$ cat src/common/soc_pkg.sv
package soc_pkg;

   // Bus widths
   localparam int DATA_W   = 32;
   localparam int ADDR_W   = 32;
   localparam int N_SLAVES = 4;

   // Region field sits in the top address bits
   localparam int REGION_W = 3;
   localparam int OFFSET_W = ADDR_W - REGION_W;

   // Region numbers, also the slave port indices
   localparam int BOOT_BASE       = 0;
   localparam int RAM_BASE        = 1;
   localparam int UART_BASE       = 2;
   localparam int SOFT_RESET_BASE = 3;

   // Byte address widths of the two RAMs
   localparam int BOOT_ADDR_W = 10;
   localparam int RAM_ADDR_W  = 12;

   // UART register map, word index from address bits 4:2
   localparam logic [2:0] UART_TXDATA = 3'd0;
   localparam logic [2:0] UART_STATUS = 3'd1;
   localparam logic [2:0] UART_RXDATA = 3'd2;
   localparam logic [2:0] UART_DIV    = 3'd3;

   localparam int                    UART_DIV_W     = 16;
   localparam logic [UART_DIV_W-1:0] UART_DIV_RESET = 16'd16;

   // Region and offset view of a bus address
   typedef struct packed {
      logic [REGION_W-1:0] region;
      logic [OFFSET_W-1:0] offset;
   } soc_addr_s;

   typedef union packed {
      logic [ADDR_W-1:0] raw;
      soc_addr_s         f;
   } soc_addr_u;

endpackage

$ cat src/rtl/bus_interconnect.sv
`timescale 1ns/1ps

module bus_interconnect (
   input  logic                                      boot,
   input  soc_pkg::soc_addr_u                        m_addr,
   input  logic                                      m_valid,
   output logic                                      m_ready,
   output logic [soc_pkg::DATA_W-1:0]                m_rdata,
   output logic [soc_pkg::N_SLAVES-1:0]              s_valid,
   input  logic [soc_pkg::N_SLAVES-1:0]              s_ready,
   input  logic [soc_pkg::N_SLAVES*soc_pkg::DATA_W-1:0] s_rdata
);

   import soc_pkg::*;

   logic [REGION_W-1:0] region;

   // Region 0 maps to boot RAM only while booting
   always_comb begin
      region = m_addr.f.region;
      if (!boot && region == REGION_W'(BOOT_BASE)) begin
         region = REGION_W'(RAM_BASE);
      end
   end

   // Valid fan-out and return path
   // Unmapped regions select nothing, so ready stays low there
   always_comb begin
      s_valid = '0;
      m_ready = 1'b0;
      m_rdata = '0;
      for (int i = 0; i < N_SLAVES; i++) begin
         if (region == REGION_W'(i)) begin
            s_valid[i] = m_valid;
            m_ready    = s_ready[i];
            m_rdata    = s_rdata[i*DATA_W +: DATA_W];
         end
      end
   end

   // At most one slave answers at a time
   always_comb begin
      assert final ($onehot0(s_ready))
         else $error("bus_interconnect: s_ready multi-hot %b", s_ready);
   end

endmodule

$ cat config.mk
export PLATFORM = sky130hd
export DESIGN_NAME = bus_interconnect
export DESIGN_NICKNAME = d
export VERILOG_FILES = /design/src/common/soc_pkg.sv /design/src/rtl/bus_interconnect.sv
export SDC_FILE = /design/constraint.sdc
export NUM_CORES = 1
export LEC_CHECK = 0
export ABC_CLOCK_PERIOD_IN_PS = 1600
export BUFFER_PORTS_ARGS = -buffer_cell sky130_fd_sc_hd__buf_2
export CORE_AREA = 5 5 75 77
export DETAILED_ROUTE_END_ITERATION = 7
export DIE_AREA = 0 0 80 82
export GPL_TIMING_DRIVEN = 0
export PLACE_DENSITY = 0.77
export REMOVE_ABC_BUFFERS = 1
export SLEW_MARGIN = 5
export SYNTH_ARGS = -nofsm -noshare
export SYNTH_HDL_FRONTEND = slang
export SYNTH_SLANG_ARGS = --single-unit
$ cat constraint.sdc
create_clock -name vclk -period 1.6
set_input_delay 0.32 -clock vclk [all_inputs]
set_output_delay 0.32 -clock vclk [all_outputs]
set_load 0.1 [all_outputs]
==> results.sh, run 1 <==
export IMPL_status="complete, but fails checks"
export IMPL_failed_checks="negative setup slack"
export IMPL_clockBufferCount=0
export IMPL_finalWorstSetupSlack_ns=-0.185
export IMPL_dr_pass1_iters=4
export IMPL_grt_pass1_wl_um=9850
export IMPL_via_per_inst=5.01
export IMPL_critPathCaptureType="primary output"
export IMPL_use_met2=0.392
export IMPL_place_area_um2=1930
export IMPL_synth_warning_count=0
export IMPL_startpoint="m_addr[30]"
export IMPL_core_region_area_um2=4940
export IMPL_grtUsageMet3=0.0373
export IMPL_synth_cell_type_count=22
export IMPL_rows=26
export IMPL_grt_max_degree=23
export IMPL_syn_instance_count=153
export IMPL_n_antenna_cell=0
export IMPL_drtIter0Drc=35
export IMPL_grt_usage=0.188
export IMPL_start_util=0.214
export IMPL_die_width_um=80
export IMPL_num_io_pins=203
export IMPL_leakagePower_nw=1.51
export IMPL_place_ws_ns=-1.42
export IMPL_cap_viol_max_count=0
export IMPL_grt_busiest_layer="met2"
export IMPL_cp_arrival_ns=1.46
export IMPL_wl_um=7040
export IMPL_startpoint_type="input port"
export IMPL_place_inst=380
export IMPL_seq_area_um2=0
export IMPL_finalPower_mw=1.42
export IMPL_critPathKind="input port to primary output"
export IMPL_rsz0062_at_grt="yes"
export IMPL_peakVddDrop_mv=0.302
export IMPL_nFlopsAndLatches=0
export IMPL_cp_max_fo=8
export IMPL_wire_per_inst_um=17.4
export IMPL_synth_area_um2=1060
export IMPL_worstPathRequired_ns=1.28
export IMPL_fmax_mhz=560
export IMPL_critPathCapture="m_ready"
export IMPL_dr_total_vias=2024
export IMPL_layout_drive_gt1_share=0.740
export IMPL_first_global_vias=2041
export IMPL_synth_area_top_cells="mux2i_1, a221o_2, nand3b_1, o31ai_1, nor2_1"
export IMPL_holdCritPathClass="input port to primary output"
export IMPL_antenna_found_initial=0
export IMPL_globalRouteOverflowTotal=0
export IMPL_slew_violations=0
export IMPL_final_cell_count_no_fill=404
export IMPL_design_area_um2=3040
export IMPL_finalNetCount=502
export IMPL_dpl_hpwl_um=4350
export IMPL_layout_common_cells="buf_2, buf_12, mux2i_1, nor2_1, a221o_2"
export IMPL_finalHoldViolCount=0
export IMPL_finalSetupViolCount=35
export IMPL_synth_seq_area_share=0
export IMPL_tightest_slew_ns=0.420
export IMPL_synth_top_area_share=0.189
export IMPL_postSynthAreaPerCell_um2=6.91
export IMPL_mostFrequentLayoutCell="buf_2"
export IMPL_io_buffers=174
export IMPL_period_minus_slack_ns=1.78
export IMPL_p_per_area_nw_per_um2=468
export IMPL_fp_dieArea_um2=6560
export IMPL_fp_dieH_um=82
export IMPL_drtAntennaViolNets=0
export IMPL_synth_top_cell_by_area="mux2i_1"
export IMPL_finalWeightedCongestion=0.748
export IMPL_finalCritPeriodShare=1.12
export IMPL_grt_met1_usage=0.196
export IMPL_area_delta_synth_final_pct=187
export IMPL_drc=0
export IMPL_slew_headroom=0.717
export IMPL_fill_cells=409
-- stage by stage --
step                      hold slack (ns)  utilization  TNS (ns)
after floorplan                     0.977            -    -48.21
after global placement               1.11        0.386    -74.12
after detailed placement             1.11        0.390    -46.18
after CTS                            1.02        0.561     -4.62
after global routing                 1.03        0.614     -6.02
final                                1.01        0.614     -4.44
-- final cells by class --
type               count  area, µm²  share of cell area
multi-input cells    134       1150               0.379
well taps             70       87.6              0.0288
repair buffers       200       1800               0.592
-- logic make-up after synthesis --
kind of cell / Yosys count / synth area share
AO/OA/AOI/OAI: 60 / 0.431
AND/OR/NAND/NOR: 54 / 0.277
multiplexers: 20 / 0.189
buffers and inverters: 19 / 0.103
-- routing by layer --
layer | routed length, µm | part of all wire
met1 | 2450 | 0.35
met2 | 3950 | 0.56
met3 | 590 | 0.084
met4 | 44 | 0.0063
met5 | 0 | 0
-- worst min-delay path by stage --
stage,from,endpoint,slack [ns],cells past startpoint
after global placement,s_rdata[5],m_rdata[5],1.11,4
final,s_rdata[19],m_rdata[19],1.01,4
after detailed placement,s_rdata[8],m_rdata[8],1.11,4
after floorplan,m_addr[29],s_valid[2],0.98,1
after global routing,s_rdata[6],m_rdata[6],1.03,4
after CTS,s_rdata[21],m_rdata[21],1.02,4
-- report_power, final --
group	switching, mW	internal (mW)	total [mW]
clock network	0	0	0
registers	0	0	0
logic	0.837	0.584	1.42
-- cell usage after synthesis (all sizes together) --
cell type and number:
and2 2, o31ai 13, nand3b 13, nand2 13, o21bai 1, nor3b 1
buf 15, a21oi 13, nor2b 1, nor2 20, a221o 20, o21ai 13
nor4b 1, nand2b 1, and4b 1, nor3 1, mux2i 20, clkbuf 4
-- repair_timing --
item,in CTS,in global routing
pin swaps,25,3
buffers inserted,17,3
endpoints found under the setup margin,37,36
hold buffers,0,0
cloned,5,0
gates resized for setup,158,46
-- critical path: stages --
cell	delay [ns]
buf_16	0.12
buf_12	0.12
nor3_4	0.21
buf_12	0.15
buf_8	0.13
a221o_1	0.21
buf_12	0.19
No activity file was read; power rests on OpenSTA's default activity.
==> run 2, diff against run 1 <==
--- a/config.mk
+++ b/config.mk
@@ -7,11 +7,13 @@
 export LEC_CHECK = 0
 export ABC_CLOCK_PERIOD_IN_PS = 1600
 export BUFFER_PORTS_ARGS = -buffer_cell sky130_fd_sc_hd__buf_2
-export CORE_AREA = 5 5 75 77
+export CELL_PAD_IN_SITES_DETAIL_PLACEMENT = 2
+export CELL_PAD_IN_SITES_GLOBAL_PLACEMENT = 2
+export CORE_MARGIN = 5
+export CORE_UTILIZATION = 10
 export DETAILED_ROUTE_END_ITERATION = 7
-export DIE_AREA = 0 0 80 82
 export GPL_TIMING_DRIVEN = 0
-export PLACE_DENSITY = 0.77
+export PLACE_DENSITY = 0.9
 export REMOVE_ABC_BUFFERS = 1
 export SLEW_MARGIN = 5
 export SYNTH_ARGS = -nofsm -noshare
==> run 2 against run 1 <==
The run still ends with negative setup slack left. Global-route usage down 5.5 points. Utilization down 29 points. Via count up 3.6%. Fmax down 2.7%. Routed wire length up 45%. Critical endpoint is now m_rdata[4]. Largest power group unchanged.
==> results.sh, run 2 (synthesis gave the netlist of run 1 again) <==
export IMPL_period_minus_slack_ns=1.84
export IMPL_finalNetCount=500
export IMPL_mostFrequentLayoutCell="buf_2"
export IMPL_fp_dieH_um=113
export IMPL_slew_violations=0
export IMPL_fmax_mhz=545
export IMPL_status="complete, but fails checks"
export IMPL_first_global_vias=2401
export IMPL_worstPathRequired_ns=1.28
export IMPL_power_share_clock=0
export IMPL_cp_arrival_ns=1.52
export IMPL_dr_pass1_iters=3
export IMPL_holdCritPathClass="input port to primary output"
export IMPL_critPathCaptureType="primary output"
export IMPL_leakagePower_nw=1.61
export IMPL_critPathKind="input port to primary output"
export IMPL_drtAntennaViolNets=0
export IMPL_grt_usage=0.133
export IMPL_wl_um=10200
export IMPL_antenna_found_initial=0
export IMPL_slew_headroom=0.725
export IMPL_fp_dieArea_um2=12700
export IMPL_failed_checks="negative setup slack"
export IMPL_rows=37
export IMPL_finalPower_mw=1.52
export IMPL_cp_max_fo=6
export IMPL_finalHoldViolCount=0
export IMPL_p_per_area_nw_per_um2=461
export IMPL_wire_per_inst_um=21.8
export IMPL_core_region_area_um2=10300
export IMPL_area_delta_synth_final_pct=213
export IMPL_dpl_hpwl_um=6240
export IMPL_seqPwrFrac=0
export IMPL_drtIter0Drc=46
export IMPL_drc=0
export IMPL_cap_viol_max_count=0
export IMPL_grt_max_degree=23
export IMPL_tns_ns=-6.14
export IMPL_fin_util=0.320
export IMPL_switching_power_mw=0.896
export IMPL_nFlopsAndLatches=0
export IMPL_grt_pass1_wl_um=13700
export IMPL_place_ws_ns=-1.55
export IMPL_finalWeightedCongestion=0.768
export IMPL_globalRouteOverflowTotal=0
export IMPL_layout_drive_gt1_share=0.741
export IMPL_cpMaxStageDelayCell="nor4b_4"
export IMPL_tightest_slew_ns=0.408
export IMPL_seq_area_um2=0
export IMPL_clockBufferCount=0
export IMPL_sw_frac_of_total=0.588
export IMPL_finalWorstSetupSlack_ns=-0.235
export IMPL_die_width_um=113
export IMPL_p_int_mw=0.627
export IMPL_path_cells="buf_16 -> nor4b_4 -> buf_6 -> buf_12 -> a221o_1 -> buf_12"
export IMPL_finalSetupViolCount=35
export IMPL_finalCritPeriodShare=1.15
export IMPL_crit_path_frequent_cell="buf_12"
export IMPL_io_buffers=174
export IMPL_rsz0062_at_grt="yes"
export IMPL_via_per_inst=4.48
export IMPL_cp_buffers_inverters=4
export IMPL_dr_total_vias=2096
export IMPL_p_comb_frac=1.000
export IMPL_cp_top_family="buffers and inverters"
export IMPL_peakVddDrop_mv=0.211
export IMPL_cts_hold_buf=0
export IMPL_slowest_delay_ns=0.33
export IMPL_num_io_pins=203
export IMPL_n_antenna_cell=0
export IMPL_layout_common_cells="buf_2, buf_12, mux2i_1, nor2_1, a221o_2"
export IMPL_startpoint_type="input port"
export IMPL_start_util=0.102
run 2: changes by cell type in the layout (fill, tap and decap cells not counted), sizes merged:
cell | before | now
buf | 190 | 191
clkbuf | 7 | 3
nand2b | 1 | 2
run 2: path summary, 6_finish.rpt:
kind	endpoint	depth (start not counted)	startpoint	slack, ns
worst max-delay path	m_rdata[4]	6	m_addr[31]	-0.24
worst min-delay path	m_rdata[16]	4	s_rdata[16]	1.02
run 2: metal layers:
layer / up-vias / track usage / routed length [µm]
li1: 959 / - / -
met1: 1006 / 0.150 / 3760
met2: 124 / 0.269 / 5580
met3: 7 / 0.0251 / 791
met4: 0 / 0.00561 / 86
met5: - / 0 / 0
run 2: stage by stage:
stage / instance area (µm²) / cells / hold WS [ns]
6_report: 3310 / 468 / 1.02
5_1_grt: 3310 / 468 / 1.03
4_1_cts: 2740 / 463 / 1.05
3_5_place_dp: 2030 / 447 / 1.12
3_3_place_gp: 1990 / 444 / 1.11
2_1_floorplan: 948 / 134 / 0.977
run 2: timing repair:
item,in CTS,in global routing
gates cloned,5,3
setup endpoints to repair,37,35
setup buffers,12,3
pin swaps,22,20
resized for setup,135,99
run 2: final cells by class:
cell class / count / area (µm²)
tap: 136 / 170
multi-input combinational: 135 / 1270
fill: 1161 / 7020
timing repair buffer: 197 / 1860
run 2: power groups by stage:
stage	registers [mW]	clock network, mW	logic [mW]
detailed placement	0	0	1.04
global route	0	0	1.58
global placement	0	0	1.01
finish	0	0	1.52
floorplan	0	0	0.711
CTS	0	0	1.33
==> run 3, diff against run 2 <==
--- a/config.mk
+++ b/config.mk
@@ -13,7 +13,7 @@
 export CORE_UTILIZATION = 10
 export DETAILED_ROUTE_END_ITERATION = 7
 export GPL_TIMING_DRIVEN = 0
-export PLACE_DENSITY = 0.9
+export PLACE_DENSITY = 0.89
 export REMOVE_ABC_BUFFERS = 1
 export SLEW_MARGIN = 5
 export SYNTH_ARGS = -nofsm -noshare
==> run 3 against run 2 <==
The flow still finishes with violations (negative setup slack). Highest routed layer unchanged. Sequential cell count unchanged. Combinational power down 3%. Routed wire length is 7.6% lower. Sequential share of layout area is the same. Fmax rose by 1.9%. Non-clock buffer count increased by 1. Via count rose by 0.62%. Count of clock-buffer cells in the layout did not move. Largest cell class unchanged. Critical path depth is 2 higher. Cell area shrank 2.2%. Power shrank 2.6%.
==> results.sh, run 3 (synthesis gave the netlist of run 1 again) <==
export IMPL_grt_usage=0.133
export IMPL_first_global_vias=2441
export IMPL_failed_checks="negative setup slack"
export IMPL_status="complete, but fails checks"
export IMPL_drc=0
export IMPL_dpl_hpwl_um=6120
export IMPL_place_ws_ns=-1.60
export IMPL_use_met2=0.273
export IMPL_p_comb_frac=1.000
export IMPL_cts_hold_buf=0
export IMPL_io_buffers=174
export IMPL_sw_frac_of_total=0.597
export IMPL_fill_cells=1147
export IMPL_switching_power_mw=0.885
export IMPL_seqPwrFrac=0
export IMPL_p_per_area_nw_per_um2=459
export IMPL_drtAntennaViolNets=0
export IMPL_finalCritPeriodShare=1.13
export IMPL_die_width_um=113
export IMPL_mostFrequentLayoutCell="buf_2"
export IMPL_cp_arrival_ns=1.48
export IMPL_start_util=0.102
export IMPL_startpoint_type="input port"
export IMPL_dr_pass1_iters=4
export IMPL_grt_max_degree=23
export IMPL_wire_per_inst_um=20.1
export IMPL_fin_util=0.313
export IMPL_hold_depth=4
export IMPL_seq_area_um2=0
export IMPL_min_delay_start="s_rdata[31]"
export IMPL_worstPathRequired_ns=1.28
export IMPL_rows=37
export IMPL_nFlopsAndLatches=0
export IMPL_clockBufferCount=0
export IMPL_cp_max_fo=5
export IMPL_critPathCaptureType="primary output"
export IMPL_num_io_pins=203
export IMPL_layout_common_cells="buf_2, buf_12, nor2_1, mux2i_1, a221o_2"
export IMPL_p_int_mw=0.599
export IMPL_grtUsageMet3=0.0283
export IMPL_critPathKind="input port to primary output"
export IMPL_layout_drive_gt1_share=0.763
export IMPL_grt_pass1_wl_um=13600
export IMPL_fp_dieArea_um2=12700
export IMPL_tightest_slew_ns=0.489
export IMPL_via_per_inst=4.50
export IMPL_finalNetCount=501
export IMPL_peakVddDrop_mv=0.235
export IMPL_period_minus_slack_ns=1.80
export IMPL_slew_violations=0
export IMPL_design_area_um2=3240
export IMPL_grt_busiest_layer="met2"
export IMPL_finalHoldViolCount=0
export IMPL_antenna_found_initial=0
export IMPL_final_cell_count_no_fill=469
export IMPL_leakagePower_nw=1.55
export IMPL_globalRouteOverflowTotal=0
export IMPL_place_inst=447
export IMPL_drtIter0Drc=54
export IMPL_cap_viol_max_count=0
export IMPL_power_share_clock=0
export IMPL_core_region_area_um2=10300
export IMPL_finalSetupViolCount=35
export IMPL_dr_total_vias=2109
export IMPL_place_area_um2=2040
export IMPL_fmax_mhz=556
export IMPL_wl_um=9430
export IMPL_n_antenna_cell=0
export IMPL_rsz0062_at_grt="yes"
export IMPL_holdPathEnd="m_rdata[31]"
export IMPL_finalWorstSetupSlack_ns=-0.200
export IMPL_slew_headroom=0.670
export IMPL_holdCritPathClass="input port to primary output"
export IMPL_grt_met1_usage=0.143
export IMPL_fin_hold_ws_ns=1.02
export IMPL_fp_dieH_um=113
export IMPL_area_delta_synth_final_pct=206
export IMPL_finalWeightedCongestion=0.806
==> run 3: cell types whose count changed in the layout (fill, tap and decap cells not counted), moves of 2 or more <==
cell / change
buf_6: +9
buf_12: -8
a21oi_1: -6
a21oi_2: +6
nand2_4: -5
nand2_2: +4
clkbuf_16: -3
buf_8: +2
==> run 3: layout make-up <==
type                       count  area (µm²)  area share
multi-input combinational    135        1270       0.393
timing repair buffer         198        1790       0.554
tap                          136         170      0.0526
==> run 3: worst max-delay path by stage <==
stage / slack [ns] / startpoint / endpoint
after global routing: -0.26 / m_addr[31] / m_rdata[22]
after CTS: -0.22 / boot / m_rdata[26]
after detailed placement: -1.60 / m_addr[29] / m_rdata[1]
after global placement: -3.00 / m_addr[29] / m_rdata[1]
after floorplan: -1.93 / m_addr[30] / m_rdata[0]
final: -0.20 / m_addr[31] / m_rdata[14]
==> run 3: worst max-delay path: stages <==
cell     delay, ns
buf_16        0.11
nor4b_4       0.30
buf_6         0.19
buf_16        0.14
buf_6         0.10
nand2_4       0.04
o31ai_4       0.06
buf_12        0.21
==> run 3: metrics by stage <==
stage	setup TNS, ns	total power [mW]
after floorplan	-48.21	0.711
after global placement	-89.84	1.01
after detailed placement	-50.87	1.04
after CTS	-6.32	1.38
after global routing	-6.79	1.55
final	-4.94	1.48
==> run 3: per-layer routing <==
metal,part of all wire,up-vias
met1,0.37,1013
met3,0.082,7
li1,-,960
met2,0.53,129
met5,0,-
met4,0.014,0
==> run 3: power groups by stage <==
stage / Sequential, mW / Clock, mW / Combinational, mW
final: 0 / 0 / 1.48
after global routing: 0 / 0 / 1.55
after CTS: 0 / 0 / 1.38
after detailed placement: 0 / 0 / 1.04
after global placement: 0 / 0 / 1.01
after floorplan: 0 / 0 / 0.711
==> run 3: timing repair <==
action	CTS	global route
pin swaps	16	10
setup buffers	17	1
hold endpoints to repair	0	0
gates cloned	6	1
setup endpoints to repair	37	36
resized for setup	166	56
