## src/common/soc_pkg.sv

```systemverilog
package soc_pkg;

   // Bus widths
   localparam int DATA_W   = 32;
   localparam int ADDR_W   = 32;
   localparam int N_SLAVES = 4;

   // Region field sits in the top address bits
   localparam int REGION_W = 3;
   localparam int OFFSET_W = ADDR_W - REGION_W;

   // Region numbers, also the slave port indices
   localparam int BOOT_BASE       = 0;
   localparam int RAM_BASE        = 1;
   localparam int UART_BASE       = 2;
   localparam int SOFT_RESET_BASE = 3;

   // Byte address widths of the two RAMs
   localparam int BOOT_ADDR_W = 10;
   localparam int RAM_ADDR_W  = 12;

   // UART register map, word index from address bits 4:2
   localparam logic [2:0] UART_TXDATA = 3'd0;
   localparam logic [2:0] UART_STATUS = 3'd1;
   localparam logic [2:0] UART_RXDATA = 3'd2;
   localparam logic [2:0] UART_DIV    = 3'd3;

   localparam int                    UART_DIV_W     = 16;
   localparam logic [UART_DIV_W-1:0] UART_DIV_RESET = 16'd16;

   // Region and offset view of a bus address
   typedef struct packed {
      logic [REGION_W-1:0] region;
      logic [OFFSET_W-1:0] offset;
   } soc_addr_s;

   typedef union packed {
      logic [ADDR_W-1:0] raw;
      soc_addr_s         f;
   } soc_addr_u;

endpackage

```

## src/uart/uart_tx.sv

```systemverilog
`timescale 1ns/1ps

module uart_tx (
   input  logic                           clk,
   input  logic                           reset,
   input  logic                           start,
   input  logic [7:0]                     data,
   input  logic [soc_pkg::UART_DIV_W-1:0] div,
   output logic                           busy,
   output logic                           txd
);

   import soc_pkg::*;

   // Stop, data LSB first, start; bit 0 drives the line
   logic [9:0]            shreg;
   logic [3:0]            bit_cnt;
   logic [UART_DIV_W-1:0] div_cnt;

   always_ff @(posedge clk or posedge reset) begin
      if (reset) begin
         shreg   <= '1;
         bit_cnt <= '0;
         div_cnt <= '0;
         busy    <= 1'b0;
      end else if (!busy) begin
         if (start) begin
            shreg   <= {1'b1, data, 1'b0};
            bit_cnt <= '0;
            div_cnt <= '0;
            busy    <= 1'b1;
         end
      end else if (div_cnt == div - 1'b1) begin
         // End of one bit period
         div_cnt <= '0;
         shreg   <= {1'b1, shreg[9:1]};
         if (bit_cnt == 4'd9) begin
            busy <= 1'b0;
         end else begin
            bit_cnt <= bit_cnt + 1'b1;
         end
      end else begin
         div_cnt <= div_cnt + 1'b1;
      end
   end

   // Ones shift in behind the stop bit, so the line idles high
   assign txd = shreg[0];

endmodule

```

## src/uart/uart_rx.sv

```systemverilog
`timescale 1ns/1ps

module uart_rx (
   input  logic                           clk,
   input  logic                           reset,
   input  logic                           rxd,
   input  logic [soc_pkg::UART_DIV_W-1:0] div,
   output logic [7:0]                     data,
   output logic                           strobe
);

   import soc_pkg::*;

   logic [1:0]            rxd_sync;
   logic                  rxd_s;
   logic                  active;
   logic [3:0]            bit_idx;
   logic [UART_DIV_W-1:0] cnt;
   logic [7:0]            shreg;
   logic                  sample;

   // Two-flop synchronizer, idles high like the line
   always_ff @(posedge clk or posedge reset) begin
      if (reset) begin
         rxd_sync <= 2'b11;
      end else begin
         rxd_sync <= {rxd_sync[0], rxd};
      end
   end

   assign rxd_s  = rxd_sync[1];
   assign sample = active && cnt == '0;

   // bit_idx 0 is the start bit, 1 to 8 data, 9 stop
   always_ff @(posedge clk or posedge reset) begin
      if (reset) begin
         active  <= 1'b0;
         bit_idx <= '0;
         cnt     <= '0;
         strobe  <= 1'b0;
      end else begin
         strobe <= 1'b0;
         if (!active) begin
            if (!rxd_s) begin
               // Half a period to land in the middle of the start bit
               active  <= 1'b1;
               bit_idx <= '0;
               cnt     <= div >> 1;
            end
         end else if (!sample) begin
            cnt <= cnt - 1'b1;
         end else begin
            cnt     <= div - 1'b1;
            bit_idx <= bit_idx + 1'b1;
            if (bit_idx == 4'd0) begin
               // Glitch, not a real start bit
               if (rxd_s) begin
                  active <= 1'b0;
               end
            end else if (bit_idx == 4'd9) begin
               active <= 1'b0;
               // Framing error drops the byte
               strobe <= rxd_s;
            end
         end
      end
   end

   always_ff @(posedge clk) begin
      if (sample && bit_idx inside {[4'd1:4'd8]}) begin
         shreg <= {rxd_s, shreg[7:1]};
      end
   end

   assign data = shreg;

endmodule

```

## src/uart/uart_regs.sv

```systemverilog
`timescale 1ns/1ps

module uart_regs (
   input  logic                         clk,
   input  logic                         reset,
   input  logic                         valid,
   input  logic [2:0]                   addr,
   input  logic [soc_pkg::DATA_W-1:0]   wdata,
   input  logic [soc_pkg::DATA_W/8-1:0] wstrb,
   output logic [soc_pkg::DATA_W-1:0]   rdata,
   output logic                         ready,
   output logic                         txd,
   input  logic                         rxd,
   output logic                         rts,
   input  logic                         cts
);

   import soc_pkg::*;

   logic                  access;
   logic                  write;
   logic                  tx_load;
   logic                  tx_start;
   logic                  tx_busy;
   logic                  tx_pend;
   logic [7:0]            tx_byte;
   logic                  rx_read;
   logic                  rx_strobe;
   logic [7:0]            rx_data;
   logic [7:0]            rx_byte;
   logic                  rx_valid;
   logic                  overrun;
   logic [UART_DIV_W-1:0] div;

   assign access  = valid && !ready;
   assign write   = |wstrb;
   // Bytes written while busy or holding are lost
   assign tx_load = access && write && addr == UART_TXDATA && !tx_busy && !tx_pend;
   assign rx_read = access && !write && addr == UART_RXDATA;
   // Held byte waits here for cts
   assign tx_start = tx_pend && cts && !tx_busy;
   assign rts      = !rx_valid;

   always_ff @(posedge clk or posedge reset) begin
      if (reset) begin
         ready    <= 1'b0;
         tx_pend  <= 1'b0;
         rx_valid <= 1'b0;
         overrun  <= 1'b0;
         div      <= UART_DIV_RESET;
      end else begin
         ready <= access;
         if (tx_load) begin
            tx_pend <= 1'b1;
         end else if (tx_start) begin
            tx_pend <= 1'b0;
         end
         if (access && write && addr == UART_DIV) begin
            div <= wdata[UART_DIV_W-1:0];
         end
         if (rx_read) begin
            rx_valid <= 1'b0;
            overrun  <= 1'b0;
         end
         // New byte wins over a read in the same cycle
         if (rx_strobe) begin
            rx_valid <= 1'b1;
            if (rx_valid && !rx_read) begin
               overrun <= 1'b1;
            end
         end
      end
   end

   always_ff @(posedge clk) begin
      if (tx_load) begin
         tx_byte <= wdata[7:0];
      end
      if (rx_strobe) begin
         rx_byte <= rx_data;
      end
      if (access) begin
         case (addr)
            UART_STATUS: rdata <= {{(DATA_W-3){1'b0}}, overrun, rx_valid, tx_busy};
            UART_RXDATA: rdata <= {{(DATA_W-8){1'b0}}, rx_byte};
            UART_DIV:    rdata <= {{(DATA_W-UART_DIV_W){1'b0}}, div};
            default:     rdata <= '0;
         endcase
      end
   end

   uart_tx tx (
      .clk   (clk),
      .reset (reset),
      .start (tx_start),
      .data  (tx_byte),
      .div   (div),
      .busy  (tx_busy),
      .txd   (txd)
   );

   uart_rx rx (
      .clk    (clk),
      .reset  (reset),
      .rxd    (rxd),
      .div    (div),
      .data   (rx_data),
      .strobe (rx_strobe)
   );

   // A frame only begins after a cycle with cts high
   assert property (@(posedge clk) disable iff (reset) $rose(tx_busy) |-> $past(cts))
      else $error("uart_regs: transmit started with cts low");

endmodule

```

## config.mk

```make
export PLATFORM = sky130hd
export DESIGN_NAME = uart_regs
export DESIGN_NICKNAME = d
export VERILOG_FILES = /design/src/common/soc_pkg.sv /design/src/uart/uart_tx.sv /design/src/uart/uart_rx.sv /design/src/uart/uart_regs.sv
export SDC_FILE = /design/constraint.sdc
export NUM_CORES = 1
export LEC_CHECK = 0
export ABC_AREA = 0
export BUFFER_PORTS_ARGS = -buffer_cell sky130_fd_sc_hd__buf_2
export CAP_MARGIN = 25
export CORE_ASPECT_RATIO = 0.7
export CORE_MARGIN = 5
export CORE_UTILIZATION = 63
export CTS_BUF_LIST = sky130_fd_sc_hd__clkbuf_16
export DETAILED_ROUTE_END_ITERATION = 16
export PLACE_DENSITY_LB_ADDON = 0.3
export SETUP_SLACK_MARGIN = 0.15
export SLEW_MARGIN = 40
export SYNTH_ARGS = -nofsm -noshare
export SYNTH_HDL_FRONTEND = slang
export SYNTH_SLANG_ARGS = --single-unit
```

## constraint.sdc

```tcl
create_clock -name clk -period 9.67 [get_ports clk]
set_input_delay 0.4835 -clock clk [delete_from_list [all_inputs] [get_ports clk]]
set_output_delay 0.4835 -clock clk [all_outputs]
set_load 0.005 [all_outputs]
```

==> flow_summary.yaml, run 1 <==
place:
  dpl.hpwl_um: 10200
  gp_congestion: 0.984
  port-buffer-count: 46
  dp_slack_ns: 5.47
  dp_cells: 728
setup_path:
  startpoint: "div[2]"
  cp-start-kind: "flip-flop"
  crit_path_end_kind: "flip-flop"
  path_class: "reg2reg"
  arrival_ns: 4.30
  critPathMaxFanout: 16
  required_ns: 10.02
  r2r_start: "div[2]"
  ff2ff_path_depth: 7
final_layout:
  diodes: 0
  drive_gt1_frac: 0.215
  syn2layout_area_growth_pct: 13.3
  fin_cells: 760
  final_net_count: 671
route:
  drc_errors: 0
  vias: 4823
  final_antenna_net_count: 0
  top_layer_used: "met4"
  route.met3.wl_um: 1610
  firstDrtPassIters: 7
  postRouteWirelength_um: 14900
  drt_iter0_markers: 513
  dr_wl_met2_um: 6660
  routedWlPerCell_um: 19.6
  vias_per_cell: 6.35
  wl_met1_um: 6540
status:
  status: "completed"
min_path:
  hp-class: "in2reg"
  hold_path_startpoint: "rxd"
  min_path_cells: 1
clocking:
  clockBufferDepth: 2
  h-tree-depth: 4
  post_cts_buffers: 0
  cts_tree: "done"
  cts_resized: 0
  cts_buffers: 17
  clk_latency_ns: 0.42
  cts_sinks: 114
  root_buffer: "clkbuf_16"
  cts.clk_slew.worst_paths_ns: 0.06
  ctsHoldBuffers: 0
global_routing:
  grt_pass1_wl_um: 23400
  grt_max_degree: 75
  grt_pass1_vias: 4539
  antenna_found_initial: 0
  grt_usage: 0.256
  overflow: 0
logic_synthesis:
  synth_top_area_cell: "dfrtp_1"
  netlist_instances: 586
  syn_avg_cell_area_um2: 10.5
  yosysWarningCount: 0
  ys_seq_area_frac: 0.497
  synth_edf_count: 40
  syn-cell-area_mm2: 0.00617
  synthFlopType: "dfrtp_1"
  synth.distinct_cells: 73
  synth-seq-cells: 114
  ys_async_sr_fraction: 0.649
  synth_top_area_frac: 0.252
  synthTopCellsByArea: "dfrtp_1, edfxtp_1, dfstp_2, nand2_1, xnor2_1"
sta:
  tns_ns: 0
  worst_slew_pin_slew_ns: 0.865
  fin_skew_ns: 0.00842
  drv_slew: 0
  setup_viol: 0
  whs_ns: 0.169
  hold_viol_final: 0
  max_freq_ghz: 0.253
  slew_headroom: 0.419
  fin_crit_ns: 3.95
  worst_slack_ns: 5.72
  finalCritPeriodShare: 0.409
  grt_setup_unrepaired: "false"
power:
  clkPwrFrac: 0.340
  combPwrFrac: 0.234
  power_leakage_nw: 2.87
  p_int_mw: 1.23
  power.net_switching_mw: 0.602
  power_frac_seq: 0.426
  powerDensity_mw_per_mm2: 262
  p_sw_frac: 0.329
  ir_worst_vdd_mv: 0.159
die:
  initial_core_util: 0.642
  die_area_mm2: 0.0119
  die_h_um: 92.8
  io_pins: 79
  row_count: 30
  core_mm2: 0.00961
  die_w_um: 128
job:
  cap_viol_max_count: 0
[cells in the final DEF, fill, tap and decap left out, types with 16 or more instances in the layout]
master	instances
buf_2	46
clkbuf_16	19
conb_1	16
dfrtp_1	61
edfxtp_1	40
inv_1	25
nand2_1	50
nand3_1	28
nor2_1	37
o21ai_0	32
xnor2_1	20
[worst max-delay path: stages, from the launching register on]
cell and delay (ns):
dfrtp_1 0.53, nor4_2 0.82, a31oi_1 0.16, nor4b_1 0.56
o211ai_1 0.29, or4_1 0.85, or4b_1 0.59, nand3_1 0.08
[layout make-up]
cell class / instances / area [um^2]
tap: 128 / 160
sequential: 114 / 3070
fill: 639 / 2620
inverter: 22 / 82.6
clock inverter: 13 / 119
timing repair buffer: 50 / 264
clock buffer: 19 / 475
multi-input combinational: 414 / 2820
[metrics by stage]
stage	power, mW	instance area (um^2)	utilization
after CTS	1.82	6960	0.725
after global placement	1.16	6350	0.661
after floorplan	1.08	6220	-
after global routing	1.91	6990	0.727
final	1.83	6990	0.727
after detailed placement	1.19	6370	0.663
[worst paths after layout]
kind / to / slack, ns
hold / removal: rx.rxd_sync[0] / 0.17
hold reg to reg: rx.rxd_sync[1] / 0.36
setup reg to reg: tx.bit_cnt[3] / 5.72
max in group asynchronous: rx.active / 8.92
setup / recovery: tx.bit_cnt[3] / 5.72
min in group asynchronous: rx.cnt[13] / 0.23
[power by group through the flow]
stage	Clock (mW)	Combinational, mW	Sequential (mW)
detailed placement	0	0.412	0.777
CTS	0.626	0.419	0.770
floorplan	0	0.391	0.691
global route	0.654	0.469	0.790
global placement	0	0.391	0.768
finish	0.622	0.428	0.779
[kinds of logic (layout without fill, tap and decap cells)]
| family | after synthesis | after routing | share of synthesized area |
|---|---|---|---|
| and+or+nand+nor | 207 | 207 | 0.179 |
| AOI/OAI and AO/OA | 121 | 121 | 0.141 |
| DFF | 114 | 114 | 0.497 |
| buffers and inverters | 73 | 104 | 0.0607 |
| xor gates and xnor gates | 39 | 39 | 0.0643 |
| muxes | 23 | 23 | 0.0402 |
| adders and majority gates | 8 | 8 | 0.0162 |
| other | 1 | 16 | 0.000608 |
[per-layer routing]
metal	vias to the layer above	GRT usage
li1	2196	-
met1	2371	0.368
met5	-	0
met3	14	0.0865
met2	242	0.374
met4	0	0.0645
[registers in the layout (all words and copies together) (netlist names), 8 cells and up]
register / cells
div: 16
rdata: 16
rx.cnt: 16
rx.data: 8
rx_byte: 8
tx.div_cnt: 16
tx.shreg: 9
tx_byte: 8
[cell usage after synthesis (all sizes together), types with 8 or more instances]
cell type  number
ha              8
nand3          28
o211ai          8
mux2i           9
mux2           14
xnor2          20
dfstp          12
nand2          50
edfxtp         40
xor2           15
clkbuf         22
or3            15
buf            29
nor4           16
nor3           10
a21oi          10
dfrtp          62
a31oi          12
inv            22
o21ai          33
nor2           38
No activity file was read; power rests on OpenSTA's default activity.
==> run 2, diff against run 1 <==
--- a/config.mk
+++ b/config.mk
@@ -5,12 +5,12 @@
 export SDC_FILE = /design/constraint.sdc
 export NUM_CORES = 1
 export LEC_CHECK = 0
-export ABC_AREA = 0
+export ABC_AREA = 1
 export BUFFER_PORTS_ARGS = -buffer_cell sky130_fd_sc_hd__buf_2
 export CAP_MARGIN = 25
 export CORE_ASPECT_RATIO = 0.7
 export CORE_MARGIN = 5
-export CORE_UTILIZATION = 63
+export CORE_UTILIZATION = 58
 export CTS_BUF_LIST = sky130_fd_sc_hd__clkbuf_16
 export DETAILED_ROUTE_END_ITERATION = 16
 export PLACE_DENSITY_LB_ADDON = 0.3
==> constraint.sdc (replaced) <==
create_clock -name clk -period 3.79 [get_ports clk]
set_input_delay 0.1895 -clock clk [delete_from_list [all_inputs] [get_ports clk]]
set_output_delay 0.1895 -clock clk [all_outputs]
set_load 0.005 [all_outputs]
==> run 2 against run 1 <==
  * Via count rose by 15%
  * Synthesized area rose by 0.53%
  * Global-route usage rose by 1.7 points
  * Worst setup slack got worse by 4.9 ns
  * Hold slack got worse by 0.13 ns
  * First-iteration DRC count rose by 19%
  * Synthesized cell count rose by 24%
  * Non-clock buffer count rose by 21
  * Die area rose by 8.3%
  * Clock power rose to 2.7 times the previous value
  * Sequential share of layout area fell by 2.0 points
  * Critical path type unchanged
  * Critical endpoint is now tx.bit_cnt[2]
==> flow_summary.yaml, run 2 <==
place:
  dp_slack_ns: 0.960
  port-buffer-count: 46
  dp_cells: 901
  dpl.hpwl_um: 11600
  gp_congestion: 0.928
route:
  final_antenna_net_count: 0
  vias: 5545
  routedWlPerCell_um: 17.6
  vias_per_cell: 5.84
  firstDrtPassIters: 5
  drc_errors: 0
  postRouteWirelength_um: 16800
  drt_iter0_markers: 611
die:
  io_pins: 79
  core_mm2: 0.0104
  die_h_um: 96.5
  row_count: 31
  initial_core_util: 0.596
  die_area_mm2: 0.0129
  die_w_um: 134
sta:
  worst_slack_ns: 0.852
  setup_viol: 0
  drv_slew: 0
  tns_ns: 0
  hold_viol_final: 0
  fin_skew_ns: 0.0100
  slew_headroom: 0.518
  finalCritPeriodShare: 0.775
  grt_setup_unrepaired: "false"
  worst_slew_pin_slew_ns: 0.716
  fin_crit_ns: 2.94
  max_freq_ghz: 0.340
logic_synthesis:
  synthFlopType: "dfrtp_1"
  synth-seq-cells: 114
  synth_edf_count: 40
  ys_async_sr_fraction: 0.649
  netlist_instances: 729
  yosysWarningCount: 0
  synth.distinct_cells: 39
  ys_seq_area_frac: 0.495
  ys_top_cells_by_count: "nand2_1, inv_1, nand3_1"
  synthTopCellsByArea: "dfrtp_1, edfxtp_1, nand2_1, nand3_1, dfstp_2"
  synth_top_area_frac: 0.250
  synth_top_area_cell: "dfrtp_1"
  yosysMostFrequentCell: "nand2_1"
  syn_avg_cell_area_um2: 8.50
  syn-cell-area_mm2: 0.00620
setup_path:
  crit_path_end_kind: "flip-flop"
  arrival_ns: 3.24
  cp-start-kind: "flip-flop"
  critPathMaxFanout: 6
  required_ns: 4.10
  path_class: "reg2reg"
final_layout:
  final_net_count: 857
  syn2layout_area_growth_pct: 18.0
  fillers: 783
  final_cell_mix: "nand2_1, inv_1, nand3_1"
  fin_cells: 950
  diodes: 0
  final_common_cell: "nand2_1"
  drive_gt1_frac: 0.167
  multi_input_area_mm2: 0.00271
  regArea_mm2: 0.00307
global_routing:
  grt_max_degree: 43
  grt_pass1_wl_um: 27200
  overflow: 0
  antenna_found_initial: 0
  grt_pass1_vias: 5467
  grt_usage: 0.273
clocking:
  root_buffer: "clkbuf_16"
  h-tree-depth: 4
  post_cts_buffers: 0
  cts.clk_slew.worst_paths_ns: 0.06
  clk_latency_ns: 0.42
  cts_resized: 0
  clockBufferDepth: 2
  cts_tree: "done"
  cts_sinks: 114
  ctsHoldBuffers: 17
  cts_buffers: 17
min_path:
  hp-class: "in2reg"
status:
  status: "completed"
job:
  cap_viol_max_count: 0
power:
  power_leakage_nw: 3.21
  total_power_mw: 3.92
  powerDensity_mw_per_mm2: 536
  ir_worst_vdd_mv: 0.356
==> run 2: kinds of logic (layout without fill, tap and decap cells) <==
family                   Yosys count  after routing  synth area share
XOR/XNOR                          23             23            0.0325
AO/OA/AOI/OAI                    110            110             0.104
flip-flops                       114            114             0.495
adder cells (fa/ha/maj)            8              8            0.0161
buffers and inverters            111            185            0.0791
AND/OR/NAND/NOR                  362            362             0.272
other                              1             16          0.000605
==> run 2: cell type report <==
| class | instances | share of cell area |
|---|---|---|
| sequential | 114 | 0.419 |
| multi-input combinational | 519 | 0.370 |
| clock buffer | 17 | 0.0581 |
| inverter | 82 | 0.0421 |
| tap | 132 | 0.0226 |
| clock inverter | 15 | 0.0251 |
| timing repair buffer | 71 | 0.0629 |
==> run 2: stage by stage <==
step | hold WS [ns] | cell area, um^2 | utilization
floorplan | 0.194 | 6260 | -
global placement | 0.295 | 6530 | 0.628
detailed placement | 0.296 | 6540 | 0.629
CTS | 0.0248 | 7320 | 0.704
global route | 0.0681 | 7320 | 0.704
finish | 0.0424 | 7320 | 0.704
==> run 2: per-layer routing <==
metal,vias up,GRT usage,share of wire,routed length (um)
met5,-,0,0,0
met2,287,0.456,0.47,7820
met4,0,0.0967,0.019,316
met1,2651,0.360,0.42,7100
li1,2575,-,-,-
met3,32,0.0590,0.091,1530
==> run 2: worst paths after layout <==
path,endpoint,slack (ns),depth (start not counted),start
setup reg to reg,tx.bit_cnt[2],0.85,15,div[0]
hold reg to reg,rx.rxd_sync[1],0.36,0,rx.rxd_sync[0]
hold / removal,div[9],0.04,3,wdata[9]
setup / recovery,tx.bit_cnt[2],0.85,15,div[0]
min in group asynchronous,ready,0.45,3,reset
max in group asynchronous,div[4],2.30,4,reset
==> run 2: critical path, stage by stage (launching register included) <==
cell and delay (ns):
dfrtp_1 0.48, inv_2 0.17, ha_1 0.28, nand2_1 0.12, nor2_1 0.33, nand2_1 0.14, nand2_1 0.12, nand3_1 0.09
nand2_1 0.07, nand3_1 0.06, nor2_1 0.10, nand3_1 0.23, nand2_1 0.27, nand3_1 0.18, nand2_1 0.12, nand2_1 0.05
==> run 2: report_power, final <==
group,internal [mW],total (mW),switching (mW)
clock,1.04,1.65,0.610
combinational,0.240,0.722,0.481
sequential,1.40,1.55,0.154
